$ cat src/verilog/crc_pkg.sv
// Register offsets, AHB encodings, reset values, CRC width and reversal codes, buffer sizing
`default_nettype none

package crc_pkg;

	//////////////////////////////////////////////////
	// Register map
	//////////////////////////////////////////////////

	// Word offsets from HADDR[4:2]
	localparam logic [2:0] CRC_DR   = 3'h0;
	localparam logic [2:0] CRC_IDR  = 3'h1;
	localparam logic [2:0] CRC_CR   = 3'h2;
	localparam logic [2:0] CRC_INIT = 3'h4;
	localparam logic [2:0] CRC_POL  = 3'h5;

	//////////////////////////////////////////////////
	// AHB-Lite encodings
	//////////////////////////////////////////////////

	// HTRANS
	localparam logic [1:0] HTRANS_IDLE   = 2'b00;
	localparam logic [1:0] HTRANS_BUSY   = 2'b01;
	localparam logic [1:0] HTRANS_NONSEQ = 2'b10;
	localparam logic [1:0] HTRANS_SEQ    = 2'b11;

	// HRESP, only OKAY is ever returned
	localparam logic HRESP_OKAY = 1'b0;

	//////////////////////////////////////////////////
	// Reset values
	//////////////////////////////////////////////////

	// CR fields {rev_out, rev_in[1:0], poly_size[1:0]}
	localparam logic [4:0]  RESET_CRC_CR   = 5'h00;
	localparam logic [31:0] RESET_CRC_INIT = 32'hFFFF_FFFF;
	localparam logic [31:0] RESET_CRC_POLY = 32'h04C1_1DB7;
	localparam logic [7:0]  RESET_CRC_IDR  = 8'h00;

	// Polynomial width codes
	localparam logic [1:0] POLY_32 = 2'd0;
	localparam logic [1:0] POLY_16 = 2'd1;
	localparam logic [1:0] POLY_8  = 2'd2;
	localparam logic [1:0] POLY_7  = 2'd3;

	// Input bit reversal granularity
	localparam logic [1:0] REV_NONE = 2'd0;
	localparam logic [1:0] REV_BYTE = 2'd1;
	localparam logic [1:0] REV_HALF = 2'd2;
	localparam logic [1:0] REV_WORD = 2'd3;

	// Input buffer entries, power of two (2, 4 or 8)
	localparam int BUF_DEPTH = 2;
	// Pointer width
	localparam int BUF_AW = (BUF_DEPTH > 1) ? $clog2(BUF_DEPTH) : 1;

endpackage

`default_nettype wire

$ cat src/verilog/crc_datapath.sv
// INIT, POL and IDR registers, bit reversal and the byte-serial CRC engine
`timescale 1ns/1ns
`default_nettype none

module crc_datapath
	import crc_pkg::*;
(
	input  wire         HCLK,
	input  wire         HRESETn,
	input  wire  [31:0] bus_wr,
	input  wire         crc_init_en,
	input  wire         crc_idr_en,
	input  wire         crc_poly_en,
	input  wire         reset_chain,
	input  wire  [1:0]  crc_poly_size,
	input  wire  [1:0]  rev_in_type,
	input  wire         rev_out_type,
	input  wire  [31:0] buf_data,
	input  wire  [1:0]  buf_size,
	input  wire         buf_empty,
	output logic        buf_pop,
	output logic [31:0] crc_out,
	output logic [31:0] crc_init_out,
	output logic [31:0] crc_poly_out,
	output logic [7:0]  crc_idr_out,
	output logic        reset_pending,
	output logic        read_wait
);

	logic [31:0] crc_init_ff;
	logic [31:0] crc_poly_ff;
	logic [7:0]  crc_idr_ff;
	// Running CRC whose bits above the active width are ignored
	logic [31:0] crc_ff;
	// Remaining bytes of the current word with the next byte at the bottom
	logic [31:0] shift_ff;
	logic [2:0]  byte_cnt;
	logic        busy;
	logic [2:0]  pop_count;
	logic [31:0] pop_word;
	logic [31:0] crc_masked;
	logic [31:0] crc_reflect;
	logic [4:0]  out_shift;

	//////////////////////////////////////////////////
	// Helper functions
	//////////////////////////////////////////////////

	// Keep only the active CRC width
	function automatic logic [31:0] poly_mask(input logic [1:0] size);
		case (size)
			POLY_32: poly_mask = 32'hFFFF_FFFF;
			POLY_16: poly_mask = 32'h0000_FFFF;
			POLY_8:  poly_mask = 32'h0000_00FF;
			POLY_7:  poly_mask = 32'h0000_007F;
		endcase
	endfunction

	// Bit reversal inside groups of m+1 bits for m of 0, 7, 15 or 31
	function automatic logic [31:0] rev_group(input logic [31:0] d, input logic [4:0] m);
		logic [31:0] r;
		int i;
		for (i = 0; i < 32; i++)
			r[i] = d[i ^ int'(m)];
		rev_group = r;
	endfunction

	// Input reversal never crosses the written size
	function automatic logic [4:0] in_rev_mask(input logic [1:0] rev, input logic [1:0] size);
		logic [1:0] limit;
		logic [1:0] eff;
		limit = (size == 2'd0) ? REV_BYTE : (size == 2'd1) ? REV_HALF : REV_WORD;
		eff   = (rev > limit) ? limit : rev;
		case (eff)
			REV_NONE: in_rev_mask = 5'd0;
			REV_BYTE: in_rev_mask = 5'd7;
			REV_HALF: in_rev_mask = 5'd15;
			REV_WORD: in_rev_mask = 5'd31;
		endcase
	endfunction

	// Eight shift-XOR steps with data MSB first and feedback from the top of the active width
	function automatic logic [31:0] fold_byte(input logic [31:0] crc, input logic [7:0] data,
	                                          input logic [31:0] poly, input logic [1:0] size);
		logic [31:0] c;
		logic        fb;
		int          i;
		c = crc;
		for (i = 7; i >= 0; i--)
		begin
			case (size)
				POLY_32: fb = c[31];
				POLY_16: fb = c[15];
				POLY_8:  fb = c[7];
				POLY_7:  fb = c[6];
			endcase
			fb = fb ^ data[i];
			c  = {c[30:0], 1'b0};
			if (fb)
				c = c ^ poly;
		end
		fold_byte = c & poly_mask(size);
	endfunction

	//////////////////////////////////////////////////
	// Configuration registers
	//////////////////////////////////////////////////

	always_ff @(posedge HCLK)
	begin
		if (!HRESETn)
		begin
			crc_init_ff <= RESET_CRC_INIT;
			crc_poly_ff <= RESET_CRC_POLY;
			crc_idr_ff  <= RESET_CRC_IDR;
		end
		else
		begin
			if (crc_init_en)
				crc_init_ff <= bus_wr;
			if (crc_poly_en)
				crc_poly_ff <= bus_wr;
			// Scratch keeps the low byte only
			if (crc_idr_en)
				crc_idr_ff <= bus_wr[7:0];
		end
	end

	//////////////////////////////////////////////////
	// Byte-serial engine
	//////////////////////////////////////////////////

	assign busy = (byte_cnt != 3'd0);

	// Take a new word only when idle and no restart is due
	assign buf_pop   = !buf_empty && !busy && !reset_pending;
	assign read_wait = !buf_empty || busy || reset_pending;

	// Bytes per word from the transfer size
	assign pop_count = (buf_size == 2'd0) ? 3'd1 : (buf_size == 2'd1) ? 3'd2 : 3'd4;
	assign pop_word  = rev_group(buf_data, in_rev_mask(rev_in_type, buf_size));

	// Restart has priority and stalls any fold in progress for one cycle
	always_ff @(posedge HCLK)
	begin
		if (!HRESETn)
		begin
			crc_ff        <= RESET_CRC_INIT;
			byte_cnt      <= 3'd0;
			reset_pending <= 1'b0;
		end
		else
		begin
			reset_pending <= reset_chain;
			if (reset_pending)
				crc_ff <= crc_init_ff;
			else if (busy)
			begin
				crc_ff   <= fold_byte(crc_ff, shift_ff[7:0], crc_poly_ff, crc_poly_size);
				byte_cnt <= byte_cnt - 3'd1;
			end
			else if (buf_pop)
				byte_cnt <= pop_count;
		end
	end

	// Word shifter that hands out the least significant byte first
	always_ff @(posedge HCLK)
	begin
		if (buf_pop)
			shift_ff <= pop_word;
		else if (busy && !reset_pending)
			shift_ff <= {8'h00, shift_ff[31:8]};
	end

	// Output view is optionally reflected within the active width
	assign crc_masked  = crc_ff & poly_mask(crc_poly_size);
	assign out_shift   = (crc_poly_size == POLY_32) ? 5'd0  :
	                     (crc_poly_size == POLY_16) ? 5'd16 :
	                     (crc_poly_size == POLY_8)  ? 5'd24 : 5'd25;
	assign crc_reflect = rev_group(crc_masked, 5'd31) >> out_shift;

	assign crc_out      = rev_out_type ? crc_reflect : crc_masked;
	assign crc_init_out = crc_init_ff;
	assign crc_poly_out = crc_poly_ff;
	assign crc_idr_out  = crc_idr_ff;

	// Only byte, halfword and word transfers reach the engine
	a_pop_size: assert property (@(posedge HCLK) disable iff (!HRESETn)
		buf_pop |-> (buf_size != 2'd3));

	// INIT stays unchanged in the cycle that restart loads it
	a_init_stable: assert property (@(posedge HCLK) disable iff (!HRESETn)
		reset_pending |-> !crc_init_en);

endmodule

`default_nettype wire

$ cat src/verilog/crc_host_interface.sv
// AHB-Lite slave with address pipeline, register decode, control register, read mux and wait states
`timescale 1ns/1ns
`default_nettype none

module crc_host_interface
	import crc_pkg::*;
(
	input  wire         HCLK,
	input  wire         HRESETn,
	input  wire         HSElx,
	input  wire  [31:0] HADDR,
	input  wire  [1:0]  HTRANS,
	input  wire  [2:0]  HSIZE,
	input  wire         HWRITE,
	input  wire  [31:0] HWDATA,
	input  wire         HREADY,
	input  wire  [31:0] crc_out,
	input  wire  [31:0] crc_init_out,
	input  wire  [31:0] crc_poly_out,
	input  wire  [7:0]  crc_idr_out,
	input  wire         buffer_full,
	input  wire         reset_pending,
	input  wire         read_wait,
	output logic [31:0] HRDATA,
	output logic        HREADYOUT,
	output logic        HRESP,
	output logic [31:0] bus_wr,
	output logic [1:0]  bus_size,
	output logic        buffer_write_en,
	output logic        crc_init_en,
	output logic        crc_idr_en,
	output logic        crc_poly_en,
	output logic        reset_chain,
	output logic [1:0]  crc_poly_size,
	output logic [1:0]  rev_in_type,
	output logic        rev_out_type
);

	// Address phase copy
	logic [2:0]  haddr_pp;
	logic [1:0]  hsize_pp;
	logic [1:0]  htrans_pp;
	logic        hwrite_pp;
	logic        hselx_pp;

	// Stored CR fields {rev_out, rev_in, poly_size}
	logic [4:0]  crc_cr_ff;

	logic        sample_bus;
	logic        transfer_active;
	logic        write_en;
	logic        read_en;
	logic        crc_dr_sel;
	logic        crc_idr_sel;
	logic        crc_cr_sel;
	logic        crc_init_sel;
	logic        crc_poly_sel;
	logic        dr_wr;
	logic        dr_rd;
	logic        init_wr;
	logic        crc_cr_en;
	logic [31:0] crc_cr_rd;

	//////////////////////////////////////////////////
	// Address phase pipeline
	//////////////////////////////////////////////////

	// Bus sampled only when every slave is ready
	assign sample_bus = HREADY && HREADYOUT;

	// Control part of the address phase
	always_ff @(posedge HCLK)
	begin
		if (!HRESETn)
		begin
			hselx_pp  <= 1'b0;
			htrans_pp <= HTRANS_IDLE;
			hwrite_pp <= 1'b0;
		end
		else if (sample_bus)
		begin
			hselx_pp  <= HSElx;
			htrans_pp <= HTRANS;
			hwrite_pp <= HWRITE;
		end
	end

	// Address and size are held through wait states
	always_ff @(posedge HCLK)
	begin
		if (sample_bus)
		begin
			haddr_pp <= HADDR[4:2];
			hsize_pp <= HSIZE[1:0];
		end
	end

	// Only NONSEQ starts a register access
	assign transfer_active = hselx_pp && (htrans_pp == HTRANS_NONSEQ);
	assign write_en        = transfer_active && hwrite_pp;
	assign read_en         = transfer_active && !hwrite_pp;

	// Register selects
	assign crc_dr_sel   = (haddr_pp == CRC_DR);
	assign crc_idr_sel  = (haddr_pp == CRC_IDR);
	assign crc_cr_sel   = (haddr_pp == CRC_CR);
	assign crc_init_sel = (haddr_pp == CRC_INIT);
	assign crc_poly_sel = (haddr_pp == CRC_POL);

	assign dr_wr   = crc_dr_sel && write_en;
	assign dr_rd   = crc_dr_sel && read_en;
	assign init_wr = crc_init_sel && write_en;

	// DR and INIT write strobes are held back until the datapath can take them
	assign buffer_write_en = dr_wr && !buffer_full;
	assign crc_init_en     = init_wr && !reset_pending;
	assign crc_idr_en      = crc_idr_sel && write_en;
	assign crc_poly_en     = crc_poly_sel && write_en;
	assign crc_cr_en       = crc_cr_sel && write_en;

	// Write data is taken straight from the data phase
	assign bus_wr   = HWDATA;
	assign bus_size = hsize_pp;

	// Stretch the data phase on full buffer, pending DR read or pending restart
	assign HREADYOUT = !((dr_wr && buffer_full) ||
	                     (dr_rd && read_wait) ||
	                     (init_wr && reset_pending));
	assign HRESP = HRESP_OKAY;

	//////////////////////////////////////////////////
	// Control register
	//////////////////////////////////////////////////

	// CR bits 7:3 are stored and bit 0 is only a strobe
	always_ff @(posedge HCLK)
	begin
		if (!HRESETn)
			crc_cr_ff <= RESET_CRC_CR;
		else if (crc_cr_en)
			crc_cr_ff <= HWDATA[7:3];
	end

	assign reset_chain   = crc_cr_en && HWDATA[0];
	assign crc_poly_size = crc_cr_ff[1:0];
	assign rev_in_type   = crc_cr_ff[3:2];
	assign rev_out_type  = crc_cr_ff[4];

	// CR read view with bit 0 always zero
	assign crc_cr_rd = {24'h0, crc_cr_ff, 3'b000};

	// One-hot AND-OR read mux
	assign HRDATA = ({32{crc_dr_sel}}   & crc_out)              |
	                ({32{crc_idr_sel}}  & {24'h0, crc_idr_out}) |
	                ({32{crc_cr_sel}}   & crc_cr_rd)            |
	                ({32{crc_init_sel}} & crc_init_out)         |
	                ({32{crc_poly_sel}} & crc_poly_out);

	// Master holds write data while the data phase is stretched
	a_wdata_hold: assert property (@(posedge HCLK) disable iff (!HRESETn)
		write_en && !HREADYOUT |=> $stable(HWDATA));

	// An INIT write waits for at most the one restart cycle
	a_init_stall: assert property (@(posedge HCLK) disable iff (!HRESETn)
		init_wr && reset_pending |=> !reset_pending);

endmodule

`default_nettype wire

$ cat src/verilog/crc_input_buffer.sv
// Circular FIFO of data words and transfer sizes between the bus and the CRC engine
`timescale 1ns/1ns
`default_nettype none

module crc_input_buffer
	import crc_pkg::*;
(
	input  wire         HCLK,
	input  wire         HRESETn,
	input  wire  [31:0] bus_wr,
	input  wire  [1:0]  bus_size,
	input  wire         buffer_write_en,
	input  wire         buf_pop,
	output logic        buffer_full,
	output logic        buf_empty,
	output logic [31:0] buf_data,
	output logic [1:0]  buf_size
);

	// Entry storage
	logic [31:0]       data_mem [BUF_DEPTH];
	logic [1:0]        size_mem [BUF_DEPTH];

	// Pointers wrap on their own since the depth is a power of two
	logic [BUF_AW-1:0] wr_ptr;
	logic [BUF_AW-1:0] rd_ptr;
	// Occupancy, one bit wider than the pointers
	logic [BUF_AW:0]   count;

	// Store the word and its size at the tail
	always_ff @(posedge HCLK)
	begin
		if (buffer_write_en)
		begin
			data_mem[wr_ptr] <= bus_wr;
			size_mem[wr_ptr] <= bus_size;
		end
	end

	// Pointer and occupancy update
	always_ff @(posedge HCLK)
	begin
		if (!HRESETn)
		begin
			wr_ptr <= '0;
			rd_ptr <= '0;
			count  <= '0;
		end
		else
		begin
			if (buffer_write_en)
				wr_ptr <= wr_ptr + BUF_AW'(1);
			if (buf_pop)
				rd_ptr <= rd_ptr + BUF_AW'(1);
			case ({buffer_write_en, buf_pop})
				2'b10:   count <= count + (BUF_AW+1)'(1);
				2'b01:   count <= count - (BUF_AW+1)'(1);
				default: count <= count;
			endcase
		end
	end

	// Head of queue
	assign buf_data    = data_mem[rd_ptr];
	assign buf_size    = size_mem[rd_ptr];
	assign buf_empty   = (count == '0);
	assign buffer_full = (count == (BUF_AW+1)'(BUF_DEPTH));

	// Host interface must hold off writes while full
	a_no_overflow: assert property (@(posedge HCLK) disable iff (!HRESETn)
		buffer_write_en |-> !buffer_full);

	// Engine must only pop a valid head
	a_no_underflow: assert property (@(posedge HCLK) disable iff (!HRESETn)
		buf_pop |-> !buf_empty);

endmodule

`default_nettype wire

$ cat src/verilog/crcahb_top.sv
// CRC calculator top level with host interface, input buffer and datapath
`timescale 1ns/1ns
`default_nettype none

module crcahb_top
(
	input  wire         HCLK,
	input  wire         HRESETn,
	input  wire         HSElx,
	input  wire  [31:0] HADDR,
	input  wire  [1:0]  HTRANS,
	input  wire  [2:0]  HSIZE,
	input  wire         HWRITE,
	input  wire  [31:0] HWDATA,
	input  wire         HREADY,
	output wire  [31:0] HRDATA,
	output wire         HREADYOUT,
	output wire         HRESP
);

	// Host interface to buffer and datapath
	wire [31:0] bus_wr;
	wire [1:0]  bus_size;
	wire        buffer_write_en;
	wire        crc_init_en;
	wire        crc_idr_en;
	wire        crc_poly_en;
	wire        reset_chain;
	wire [1:0]  crc_poly_size;
	wire [1:0]  rev_in_type;
	wire        rev_out_type;

	// Buffer status and head word
	wire        buffer_full;
	wire        buf_empty;
	wire [31:0] buf_data;
	wire [1:0]  buf_size;
	wire        buf_pop;

	// Datapath read-back and status
	wire [31:0] crc_out;
	wire [31:0] crc_init_out;
	wire [31:0] crc_poly_out;
	wire [7:0]  crc_idr_out;
	wire        reset_pending;
	wire        read_wait;

	crc_host_interface u_host (.*);

	crc_input_buffer u_buffer (.*);

	crc_datapath u_datapath (.*);

endmodule

`default_nettype wire

$ cat config.mk
export PLATFORM = sky130hd
export DESIGN_NAME = crcahb_top
export DESIGN_NICKNAME = d
export VERILOG_FILES = /design/src/verilog/crc_pkg.sv /design/src/verilog/crc_datapath.sv /design/src/verilog/crc_host_interface.sv /design/src/verilog/crc_input_buffer.sv /design/src/verilog/crcahb_top.sv
export SDC_FILE = /design/constraint.sdc
export NUM_CORES = 1
export LEC_CHECK = 0
export BUFFER_PORTS_ARGS = -buffer_cell sky130_fd_sc_hd__buf_2
export CORE_MARGIN = 2
export CORE_UTILIZATION = 30
export DETAILED_ROUTE_END_ITERATION = 8
export SYNTH_ARGS = -nofsm -noshare
export SYNTH_HDL_FRONTEND = slang
export SYNTH_SLANG_ARGS = --single-unit
$ cat constraint.sdc
create_clock -name HCLK -period 23.6 [get_ports HCLK]
set_input_delay 1.18 -clock HCLK [delete_from_list [all_inputs] [get_ports HCLK]]
set_output_delay 1.18 -clock HCLK [all_outputs]
set_load 0.02 [all_outputs]
After elaboration in Yosys (flattened, before gate mapping)
Memories as Yosys holds them, arrays and structs flattened. A register that Yosys moved wholly into a read port is not among the register bits.
Cells that the tools add are included.
Storage, ports and cells
  latch bits: 0
  flip-flop bits (word level): 158
  logic and storage cells: 326
  memories: 2
  RAM bits: 68
  output and inout bits: 34
  memory bits (read-only): 0
Cells by class
  div/mod/pow operators: 0
  bitwise logic cells: 59
  add/sub/neg operators: 5
  mux-type cells: 155
  shifts and indexed selects: 1
  equal/unequal tests: 15
  multipliers: 0
  $lt $le $gt $ge: 33
  reduce and logical (&&, ||, !) cells: 40
Memories
  u_buffer.data_mem: words 2, bits a word 32, rd ports 1, clocked after Yosys merged registers in 1, write ports 1, line crc_input_buffer.sv:21  | logic [31:0] data_mem [BUF_DEPTH];
  u_buffer.size_mem: words 2, bits a word 2, rd ports 1, clocked after Yosys merged registers in 1, write ports 1, line crc_input_buffer.sv:22  | logic [1:0] size_mem [BUF_DEPTH];
Operators with widths (count)
  $mux 32: 40
  $xor 32x32->32: 8
  $lt 5x6->1 const B: 32
  $and 32x32->32: 5
  $bmux 1 s5: 32
  $or 32x32->32: 4
  $pmux 32 s4: 1
  $and 32x8->32: 2
  $mux 1: 64
  $pmux 1 s4: 8
  $shr 32x5->32: 1
  $not 3->3: 10
  $not 2->2: 10
  $not 4->4: 5
  $pmux 5 s4: 1
  $logic_and 1x1->1: 19
  $eq 2x2->1 const B: 7
  $mux 3: 4
  $mux 5: 2
  $eq 2x1->1 const B: 4
  $logic_not 2->1: 4
  $reduce_bool 2->1: 4
  $xor 1x1->1: 8
  $eq 3x3->1 const B: 2
  16 further kinds: 31

Depth between registers and ports, before layout
Gate-level depths: netlist (run 1).
  depth in word-level cells: 76
  mapped depth: 31
  depth with buffers taken out: 27

Modules after synthesis
From an unflattened synthesis (run 1), not the netlist that was laid out.
Unflattened totals
  cells, all modules: 1818
  area, all modules: 16321.9 um^2
By module, submodules not included
  crc_datapath: times used 1, area each 11901.4 um^2, cells each 1484
  crc_input_buffer: times used 1, area each 2661.3 um^2, cells each 128
  crc_host_interface: times used 1, area each 1759.2 um^2, cells each 206

Least setup slack after synthesis (run 1)
No wires, ideal clock.
  path kind: register to register
  from: register u_host.crc_cr_ff[1]
  to: register u_datapath.crc_ff[7]
  period minus slack after synthesis: 7881 ps
  data required time: 23480 ps
  setup slack: 15719 ps
  arrival: 7762 ps
  path buffers: 2
  stages on the path, launching flop included: 30
  cells stage by stage: dfxtp_1 -> mux2i_1 -> mux2i_1 -> xor2_1 -> mux4_2 -> mux2i_1 -> mux2i_1 -> o2111a_1 -> nor3_2 -> xnor2_2 -> a22o_1 -> nor2_1 -> a21oi_1 -> xnor2_1 -> a2111oi_4 -> mux2i_1 -> xor2_1 -> mux4_2 -> buf_2 -> mux2i_1 -> xor2_1 -> a2111oi_4 -> mux2_2 -> mux2i_1 -> a2111oi_2 -> xor2_1 -> buf_4 -> nand2_1 -> xnor2_1 -> a211o_1
Between the ends
  longest elaborated chain between the ends: 76
  elaborated cells between the ends (all ways): 90
  those cells by class: eq/ne: 3; mux: 70; bitwise: 16; reduce/logical: 1
Ends and longest elaborated chain
  from (decl): line crc_host_interface.sv:47  | logic [4:0] crc_cr_ff;
  from (signal assigned): line crc_host_interface.sv:141  | crc_cr_ff <= HWDATA[7:3];
  $eq 2x2->1 (tied with other cells): line crc_datapath.sv:51, crc_datapath.sv:91
  $pmux 1 s4: line crc_datapath.sv:91  | case (size)
  $mux 1: line crc_datapath.sv:157  | else if (busy)
  $mux 1: line crc_datapath.sv:155  | if (reset_pending)
  $mux 1: line crc_datapath.sv:146  | if (!HRESETn)
  $xor 1x1->1: line crc_datapath.sv:97  | fb = fb ^ data[i];
  $mux 32: line crc_datapath.sv:99  | if (fb)
  $mux 32: line crc_datapath.sv:157
  [60 not listed]
  $xor 1x1->1: line crc_datapath.sv:97
  $mux 32: line crc_datapath.sv:99
  $mux 32: line crc_datapath.sv:157
  $mux 32: line crc_datapath.sv:155
  $mux 32: line crc_datapath.sv:146
  $and 32x32->32 *: line crc_datapath.sv:102  | fold_byte = c & poly_mask(size);
  $mux 32 *: line crc_datapath.sv:157
  $mux 32 *: line crc_datapath.sv:155
  to (signal assigned): line crc_datapath.sv:156  | crc_ff <= crc_init_ff;
  to (signal assigned): line crc_datapath.sv:159  | crc_ff <= fold_byte(crc_ff, shift_ff[7:0], crc_poly_ff, crc_poly_size);
  to (decl): line crc_datapath.sv:34  | logic [31:0] crc_ff;
Every way passes the cells marked *; elsewhere a longest branch is shown, timed or not. The select of a mux whose other input is x is not followed.
A chain may end at the register's enable or synchronous reset.

Worst setup path after layout (run 1)
  from: register u_host.crc_cr_ff[0]
  to: register u_datapath.crc_ff[9]
The elaborated chain is that of the path after synthesis.

==> out/metrics.yaml, run 1 <==
status: "finished, final reports clean"
postSynthAreaPerCell_sq_um: 8.75
io_pins: 108
nNetsFinal: 1829
syn_inst: 1769
ir_worst_vdd_mv: 0.0638
grt-ovfl-total: 0
async_flop_share_pct: 0
die_w_um: 231
io_buffer_count: 76
seqCellArea_sq_um: 5600
cts_made_buffers: 25
dieArea_sq_um: 53400
cts_tree: "done"
start_util_pct: 30.2
clk_pin_slew_ps: 70
place_hpwl_um: 34200
tns_ps: 0
chipHeight_um: 231
fin_worst_skew_ps: 29.8
crit_top_cell: "mux2i_1"
setup_slack_ps: 13760
grt_max_degree: 58
grt_antenna_before_repair: 0
htree_levels: 1
ys_types: 61
syn_nets: 1850
critPathBufInv: 2
drt-initial-drc-count: 1299
end_kind: "register"
finalCoreUtilization_pct: 33.8
synth-edff-count: 105
post_cts_buffers: 0
cp_slowest_stage_delay_ps: 670
core.rowCount: 83
cpMaxStageDelayCell: "a2111oi_4"
synth_common_cells: "481 x nand2_1, 201 x xnor2_1, 122 x dfxtp_1, 105 x edfxtp_1, 101 x mux2i_1"
netlist_area_sq_um: 15500
worstPathMaxFanout: 33
synth_seq_area_share_pct: 36.1
grt_pass1_vias: 12200
crit_required_ps: 24090
clockBufferDepth: 3
synth_most_common_cell: "nand2_1"
max_cap_violations: 0
min_period_ps: 9840
finalCritPeriodShare_pct: 41.7
nFillCells: 5168
synth_area_leaders: "edfxtp_1 20%, dfxtp_1 16%, nand2_1 12%"
ys_ff_latch: 227
synth_top_area_share_pct: 20.4
critical_path_class: "reg -> reg"
cts_hold_buf: 0
multi_input_area_sq_um: 9360
synthFlopType: "dfxtp_1"
viasPerCell: 5.31
clock_latency_ps: 560
area_growth_pct: 11.8
groute.usage.overall_pct: 18.0
leakage_uw: 0.00633
drive_above_1_share_pct: 14.7
place.gp.congestion: 0.936
worstMarginPinSlew_ps: 1190
hold_class: "reg -> reg"
routedWlPerCell_um: 20.1
vias: 13000
grt_pass1_wl_um: 74900
max_slew_margin_pct: 20.6
setup_viol: 0
cts_root_buf: "clkbuf_16"
dr.pass1.iters: 5
cts_sinks: 227
max_freq_ghz: 0.102
hold_viol_final: 0
critPathLaunchType: "register"
final_antenna_net_count: 0
post_cts_resized: 0
pre_cts_slack_ps: 13860
yosys_warnings: 0
crit_family: "multiplexers"
cp_data_arrival_time_ps: 10330
slew_violations: 0
synth_largest_area_cell: "edfxtp_1"
drc_errors: 0
powerDensity_nw_per_um2: 132
core_area_sq_um: 51200
rsz0062_at_grt: "no"
routed_wl_um: 49100
[per-layer routing]
layer  GRT usage (%)  share of wire (%)
met1            25.1                 43
met4            6.05                3.5
met3            3.73                9.5
met5               0                  0
met2            27.5                 44
[worst register-to-register path, delay by kind of cell, from the launching register on]
| family | cells | cell delay (ps) |
|---|---|---|
| buffers and inverters | 2 | 900 |
| AO/OA/AOI/OAI | 7 | 2660 |
| flip-flops | 1 | 580 |
| multiplexers | 8 | 3240 |
| XOR/XNOR | 8 | 1560 |
| AND/OR/NAND/NOR | 4 | 830 |
[cells in the final DEF, fill, tap and decap left out, types with 6 or more instances in the layout]
master and instances:
xor2_1 40, inv_1 13, mux4_2 39, buf_2 76, nor2_1 63, and3_1 11, mux2i_1 101, o22ai_1 6
xnor2_1 198, a211oi_1 9, o21ai_0 69, nor2b_1 7, a21oi_1 60, o211ai_1 26, nand2_1 481, nor3_1 14
a22oi_1 32, nor3b_1 7, ha_1 6, or2_2 6, buf_4 28, dfxtp_1 119, clkbuf_16 25, nand2b_1 25
nand3_1 53, mux2_2 38, edfxtp_1 105
[state kept, by name, summed over array words and instances, names as in the netlist, 2 cells and up, named ones only]
signal and cells:
u_host.bus_size 2, u_buffer.count 2, u_datapath.crc_init_out 32, u_datapath.shift_ff 32
u_buffer.size_mem 4, u_host.htrans_pp 2, u_host.haddr_pp 3, u_datapath.byte_cnt 3
u_datapath.crc_idr_out 8, u_datapath.crc_ff 32, u_host.crc_cr_ff 5, u_datapath.crc_poly_out 32
u_buffer.data_mem 64
[power by group]
group / internal (uW) / total (uW) / switching, uW
Sequential: 485 / 546 / 61.0
Combinational: 584 / 1340 / 752
Clock: 233 / 406 / 173
Total: 1300 / 2290 / 986
[cell type report]
cell class | instances | area share [%]
flip-flops and latches | 227 | 32.4
well taps | 680 | 4.92
inverters | 14 | 0.304
multi-input cells | 1376 | 54.1
clock inverters | 18 | 1.14
clock buffers | 28 | 3.74
repair buffers | 104 | 3.41
diodes | 1 | 0.0145
[logic make-up after synthesis]
kind of cell	share of synthesized area (%)
other	0.0242
adder cells (fa/ha/maj)	0.566
multiplexers	15.4
buffers and inverters	4.13
XOR/XNOR	14.6
AO/OA/AOI/OAI	9.97
flip-flops	36.1
AND/OR/NAND/NOR	19.2
[final timing paths]
| kind | startpoint | end | slack [ps] | depth (start not counted) |
|---|---|---|---|---|
| setup / recovery | u_host.crc_cr_ff[0] | u_datapath.crc_ff[9] | 13760 | 29 |
| hold / removal | u_host.htrans_pp[1] | u_host.htrans_pp[1] | 460 | 2 |
| setup reg to reg | u_host.crc_cr_ff[0] | u_datapath.crc_ff[9] | 13760 | 29 |
| hold reg to reg | u_host.htrans_pp[1] | u_host.htrans_pp[1] | 460 | 2 |
[per-stage QoR]
stage / total power [uW] / instances / hold WS, ps / area [sq um]
floorplan: 1590 / 1769 / 421 / 15500
detailed placement: 1870 / 2401 / 450 / 16500
finish: 2290 / 2448 / 458 / 17300
global route: 2440 / 2447 / 481 / 17300
global placement: 1850 / 2401 / 443 / 16500
CTS: 2290 / 2447 / 463 / 17300
(Power assumes the default switching activity.)
==> run 2: changes to the inputs <==
--- a/config.mk
+++ b/config.mk
@@ -5,6 +5,7 @@
 export SDC_FILE = /design/constraint.sdc
 export NUM_CORES = 1
 export LEC_CHECK = 0
+export ABC_AREA = 1
 export BUFFER_PORTS_ARGS = -buffer_cell sky130_fd_sc_hd__buf_2
 export CORE_MARGIN = 2
 export CORE_UTILIZATION = 30
==> constraint.sdc (replaced) <==
create_clock -name HCLK -period 10.3 [get_ports HCLK]
set_input_delay 0.515 -clock HCLK [delete_from_list [all_inputs] [get_ports HCLK]]
set_output_delay 0.515 -clock HCLK [all_outputs]
set_load 0.02 [all_outputs]
==> run 2 against run 1 <==
  * Critical path depth increased by 28
  * Final cell count increased by 12%
  * Wire length increased by 8.3%
  * First-iteration DRC count increased by 12%
  * Fmax increased by 18%
  * Clock power increased by 130%
  * Die area decreased by 1.4%
  * Via count increased by 8.8%
  * Clock-buffer cell count increased by 4
  * Total power increased by 150%
  * Critical path type unchanged
==> out/metrics.yaml, run 2 <==
syn_nets: 2140  # was 1850
nNetsFinal: 2127  # was 1829
cp_data_arrival_time_ps: 8880  # was 10330 ps
yosys_warnings: 0  # unchanged
cpMaxStageDelayCell: "dfxtp_1"  # was a2111oi_4
cts_hold_buf: 0  # unchanged
max_cap_violations: 0  # unchanged
status: "finished, final reports clean"  # unchanged
ir_worst_vdd_mv: 0.172  # was 0.0638 mV
min_period_ps: 8370  # was 9840 ps
synth_seq_area_share_pct: 36.7  # was 36.1%
slew_violations: 0  # unchanged
postSynthAreaPerCell_sq_um: 7.41  # was 8.75 sq um
pre_cts_slack_ps: 2140  # was 13860 ps
tns_ps: 0  # unchanged
groute.usage.overall_pct: 19.7  # was 18.0%
grt_max_degree: 73  # was 58
final_antenna_net_count: 0  # unchanged
async_flop_share_pct: 0  # unchanged
layout_common_cells: "621 x nand2_1, 176 x o21ai_0, 145 x xnor2_1"  # was 481 x nand2_1, 198 x xnor2_1, 119 x dfxtp_1
synth_area_leaders: "edfxtp_1 21%, dfxtp_1 16%, nand2_1 15%"  # was edfxtp_1 20%, dfxtp_1 16%, nand2_1 12%
critical_path_class: "reg -> reg"  # unchanged
crit_required_ps: 10810  # was 24090 ps
setup_slack_ps: 1930  # was 13760 ps
post_cts_buffers: 0  # unchanged
area_growth_pct: 10.7  # was 11.8%
synth_common_cells: "621 x nand2_1, 176 x o21ai_0, 145 x xnor2_1, 144 x inv_1, 130 x nand3_1"  # was 481 x nand2_1, 201 x xnor2_1, 122 x dfxtp_1, 105 x edfxtp_1, 101 x mux2i_1
synth_largest_area_cell: "edfxtp_1"  # unchanged
start_util_pct: 30.4  # was 30.2%
end_kind: "register"  # unchanged
routed_wl_um: 53200  # was 49100 um
dieArea_sq_um: 52700  # was 53400 sq um
powerDensity_nw_per_um2: 337  # was 132 nW/um^2
core_area_sq_um: 50200  # was 51200 sq um
cts_root_buf: "clkbuf_16"  # unchanged
chipHeight_um: 230  # was 231 um
crit_top_cell: "nand2_1"  # was mux2i_1
place.gp.congestion: 0.910  # was 0.936
ys_types: 40  # was 61
synth_most_common_cell: "nand2_1"  # unchanged
viasPerCell: 5.16  # was 5.31
clock_latency_ps: 580  # was 560 ps
dpl.cell_count: 2690  # was 2401
syn_inst: 2059  # was 1769
netlist_area_sq_um: 15300  # was 15500 sq um
cts_sinks: 227  # unchanged
hold_viol_final: 0  # unchanged
worstSetupPathDepth: 57  # was 29
grt_pass1_vias: 13200  # was 12200
synth_top_area_share_pct: 20.7  # was 20.4%
finalInstanceArea_sq_um: 16900  # was 17300 sq um
max_slew_margin_pct: 13.9  # was 20.6%
layout_commonest_cell: "nand2_1"  # unchanged
rsz0062_at_grt: "no"  # unchanged
top_register: "u_buffer.data_mem"  # unchanged
largest_reg_flops: 64  # unchanged
worstPathMaxFanout: 26  # was 33
critPathLaunchType: "register"  # unchanged
hold_class: "in -> reg"  # was reg -> reg
grt-ovfl-total: 0  # unchanged
drt-initial-drc-count: 1452  # was 1299
place_hpwl_um: 37500  # was 34200 um
max_freq_ghz: 0.119  # was 0.102 GHz
grt_antenna_before_repair: 1  # was 0
hold_depth: 1  # was 2
htree_levels: 1  # unchanged
core.rowCount: 82  # was 83
dr.pass1.iters: 5  # unchanged
cp_slowest_stage_delay_ps: 780  # was 670 ps
finalCritPeriodShare_pct: 81.3  # was 41.7%
critPathBufInv: 4  # was 2
io_buffer_count: 76  # unchanged
leakage_uw: 0.00702  # was 0.00633 uW
rr_worst_depth: 57  # was 29
fin_worst_skew_ps: 11.8  # was 29.8 ps
crit_family: "simple AND/OR/NAND/NOR gates"  # was multiplexers
clockBufferDepth: 3  # unchanged
die_w_um: 230  # was 231 um
n_antenna_cell: 0  # was 1
synthFlopType: "dfxtp_1"  # unchanged
cts_tree: "done"  # unchanged
cts_made_buffers: 26  # was 25
synth-edff-count: 105  # unchanged
placed_area_sq_um: 16100  # was 16500 sq um
fin_cells: 2737  # was 2448
setup_viol: 0  # unchanged
routedWlPerCell_um: 19.4  # was 20.1 um
ys_ff_latch: 227  # unchanged
io_pins: 108  # unchanged
drc_errors: 0  # unchanged
finalCoreUtilization_pct: 33.7  # was 33.8%
clk_pin_slew_ps: 70  # about the same
post_cts_resized: 0  # unchanged
grt_pass1_wl_um: 81000  # was 74900 um
drive_above_1_share_pct: 10.2  # was 14.7%
vias: 14100  # was 13000
worstMarginPinSlew_ps: 1280  # was 1190 ps
-- run 2: changes by cell type after synthesis, moves of 27 or more --
cell	delta
a221oi_1	+45
a22oi_1	-30
buf_1	-32
inv_1	+131
mux2_2	-38
mux2i_1	-77
mux4_2	-39
nand2_1	+140
nand2_2	+27
nand3_1	+77
o21ai_0	+107
xnor2_1	-56
xor2_1	+41
-- run 2: routing by layer --
layer  up-vias  share of wire (%)  global-route usage (%)
met5         -              0.017                       0
met4         2                4.3                    8.66
met3        90                7.2                    2.09
met2       570                 44                    31.0
met1      6718                 44                    27.4
li1       6754                  -                       -
-- run 2: metrics by stage --
step | power (uW) | hold WS [ps]
after global placement | 4670 | 424
after floorplan | 4020 | 421
after detailed placement | 4700 | 441
after CTS | 5660 | 89.5
final | 5690 | 112
after global routing | 6070 | 108
-- run 2: area by class of cell --
class                           count  area (sq um)
Inverter                          151           567
Fill cell                        5290         33300
Multi-Input combinational cell   1535          8450
Tap cell                          672           841
Clock inverter                     15           164
Sequential cell                   227          5600
Timing Repair Buffer              105           598
Clock buffer                       32           673
-- run 2: kinds of logic (layout without fill, tap and decap cells) --
kind of cell / after synthesis / in the layout / synth area share [%]
AOI/OAI and AO/OA: 375 / 375 / 14.8
xor gates and xnor gates: 237 / 237 / 13.9
adders and majority gates: 7 / 7 / 0.574
buffers and inverters: 297 / 303 / 8.20
DFF: 227 / 227 / 36.7
muxes: 24 / 24 / 1.57
other: 1 / 1 / 0.0246
and+or+nand+nor: 891 / 891 / 24.3
-- run 2: path summary, 6_finish.rpt --
check | start | to | slack [ps]
max | u_host.crc_cr_ff[0] | u_datapath.crc_ff[5] | 1930
min reg2reg | u_host.bus_size[1] | u_buffer.size_mem[1][1] | 450
min | HADDR[4] | u_host.haddr_pp[2] | 110
max reg2reg | u_host.crc_cr_ff[0] | u_datapath.crc_ff[5] | 1930
-- run 2: where the power goes --
part / leakage (uW) / switching, uW / internal [uW]
clock: 0.000403 / 405 / 520
combinational: 0.00465 / 2150 / 1380
sequential: 0.00197 / 136 / 1100
total: 0.00702 / 2690 / 3000
==> run 3: changes to the inputs <==
==> constraint.sdc (replaced) <==
create_clock -name HCLK -period 8.4 [get_ports HCLK]
set_input_delay 0.42 -clock HCLK [delete_from_list [all_inputs] [get_ports HCLK]]
set_output_delay 0.42 -clock HCLK [all_outputs]
set_load 0.02 [all_outputs]
==> run 3 against run 2 <==
  * Clock-buffer cell count decreased by 2
  * Total power up 24%
  * Via count is 0.99% lower
  * Sequential share of layout area fell by 0.15 points
  * Critical path depth is 4 lower
  * Critical endpoint is now u_datapath.crc_ff[6]
  * Largest cell class unchanged
  * Highest routed layer unchanged
==> out/metrics.yaml, run 3 (synthesis results as in run 2) <==
clockBufferDepth: 3  # unchanged
layout_commonest_cell: "nand2_1"  # unchanged
max_freq_ghz: 0.133  # was 0.119 GHz
grt-ovfl-total: 0  # unchanged
groute.usage.overall_pct: 19.5  # was 19.7%
chipHeight_um: 230  # unchanged
finalCritPeriodShare_pct: 89.5  # was 81.3%
io_pins: 108  # unchanged
cp_slowest_stage_delay_ps: 510  # was 780 ps
dpl.cell_count: 2698  # was 2690
grt_antenna_before_repair: 2  # was 1
setup_slack_ps: 880  # was 1930 ps
fin_cells: 2744  # was 2737
clock_latency_ps: 570  # was 580 ps
place.gp.congestion: 0.940  # was 0.910
drt-initial-drc-count: 1336  # was 1452
vias: 14000  # was 14100
n_antenna_cell: 0  # unchanged
htree_levels: 1  # unchanged
slew_violations: 0  # unchanged
cpMaxStageDelayCell: "dfxtp_2"  # was dfxtp_1
critical_path_class: "reg -> reg"  # unchanged
tns_ps: 0  # unchanged
crit_top_cell: "nand2_1"  # unchanged
hold_class: "in -> reg"  # unchanged
setup_viol: 0  # unchanged
largest_reg_flops: 64  # unchanged
top_register: "u_buffer.data_mem"  # unchanged
drive_above_1_share_pct: 10.6  # was 10.2%
grt_max_degree: 73  # unchanged
drc_errors: 0  # unchanged
max_slew_margin_pct: 19.5  # was 13.9%
crit_required_ps: 8890  # was 10810 ps
worstPathMaxFanout: 26  # unchanged
area_growth_pct: 11.2  # was 10.7%
grt_pass1_vias: 12800  # was 13200
status: "finished, final reports clean"  # unchanged
cts_root_buf: "clkbuf_16"  # unchanged
cts_made_buffers: 25  # was 26
dieArea_sq_um: 52700  # unchanged
routedWlPerCell_um: 19.0  # was 19.4 um
core_area_sq_um: 50200  # unchanged
ir_worst_vdd_mv: 0.195  # was 0.172 mV
end_kind: "register"  # unchanged
final_antenna_net_count: 0  # unchanged
cts_sinks: 227  # unchanged
worstMarginPinSlew_ps: 1210  # was 1280 ps
grt_pass1_wl_um: 79800  # was 81000 um
hold_viol_final: 0  # unchanged
place_hpwl_um: 37400  # was 37500 um
routed_wl_um: 52300  # was 53200 um
pre_cts_slack_ps: 828  # was 2140 ps
core.rowCount: 82  # unchanged
nNetsFinal: 2134  # was 2127
critPathLaunchType: "register"  # unchanged
cp_data_arrival_time_ps: 8010  # was 8880 ps
fin_worst_skew_ps: 21.9  # was 11.8 ps
layout_common_cells: "621 x nand2_1, 176 x o21ai_0, 145 x xnor2_1"  # unchanged
min_period_ps: 7520  # was 8370 ps
leakage_uw: 0.00708  # was 0.00702 uW
rsz0062_at_grt: "no"  # unchanged
viasPerCell: 5.10  # was 5.16
clk_pin_slew_ps: 60  # was 70 ps
cts_tree: "done"  # unchanged
die_w_um: 230  # unchanged
io_buffer_count: 76  # unchanged
start_util_pct: 30.4  # unchanged
hold_depth: 1  # unchanged
power.total_uw: 7030  # was 5690 uW
dr.pass1.iters: 8  # was 5
max_cap_violations: 0  # unchanged
post_cts_buffers: 0  # unchanged
powerDensity_nw_per_um2: 414  # was 337 nW/um^2
rr_worst_depth: 53  # was 57
-- run 3: final cells by class --
| cell class | count | area (sq um) |
|---|---|---|
| clock inverter | 16 | 195 |
| fill | 5256 | 33200 |
| timing repair buffer | 113 | 658 |
| inverter | 151 | 567 |
| clock buffer | 30 | 654 |
| multi-input combinational | 1535 | 8460 |
| sequential | 227 | 5600 |
| tap | 672 | 841 |
-- run 3: worst max-delay path: cells and delay by family, from the launching register on --
family	cells	cell delay, ps
simple gates	49	5910
compound gates	1	170
buf+inv	2	470
xor+xnor	1	360
flops	1	510
-- run 3: where the power goes --
| group | internal [uW] | leakage (uW) | switching (uW) | total, uW |
|---|---|---|---|---|
| combinational | 1700 | 0.00469 | 2650 | 4350 |
| clock | 682 | 0.000423 | 482 | 1160 |
| sequential | 1350 | 0.00197 | 166 | 1520 |
| total | 3730 | 0.00708 | 3290 | 7030 |
-- run 3: path summary, 6_finish.rpt --
path	from	endpoint	slack, ps
setup / recovery	u_host.crc_cr_ff[1]	u_datapath.crc_ff[6]	880
hold / removal	HSIZE[0]	u_host.bus_size[0]	40
setup reg to reg	u_host.crc_cr_ff[1]	u_datapath.crc_ff[6]	880
hold reg to reg	u_host.bus_size[1]	u_buffer.size_mem[1][1]	450
-- run 3: through the flow --
step                      utilization [%]  instance area, sq um  hold slack (ps)
final                                33.8                 17000             42.1
after global routing                 33.8                 17000             26.0
after CTS                            33.8                 17000             17.1
after detailed placement             32.1                 16100              441
after global placement               32.1                 16100              426
after floorplan                         -                 15300              421
-- run 3: what timing repair did --
item,4_1_cts,5_1_grt
gates resized for setup,0,2
hold endpoints to repair,0,0
hold buffers,0,0
endpoints found under the setup margin,0,26
-- run 3: per-layer routing --
metal / vias up / track usage, % / share of wire [%]
li1: 6770 / - / -
met1: 6552 / 27.5 / 46
met2: 560 / 28.2 / 41
met3: 108 / 3.00 / 7.4
met4: 4 / 10.9 / 6.0
met5: - / 0 / 0.052
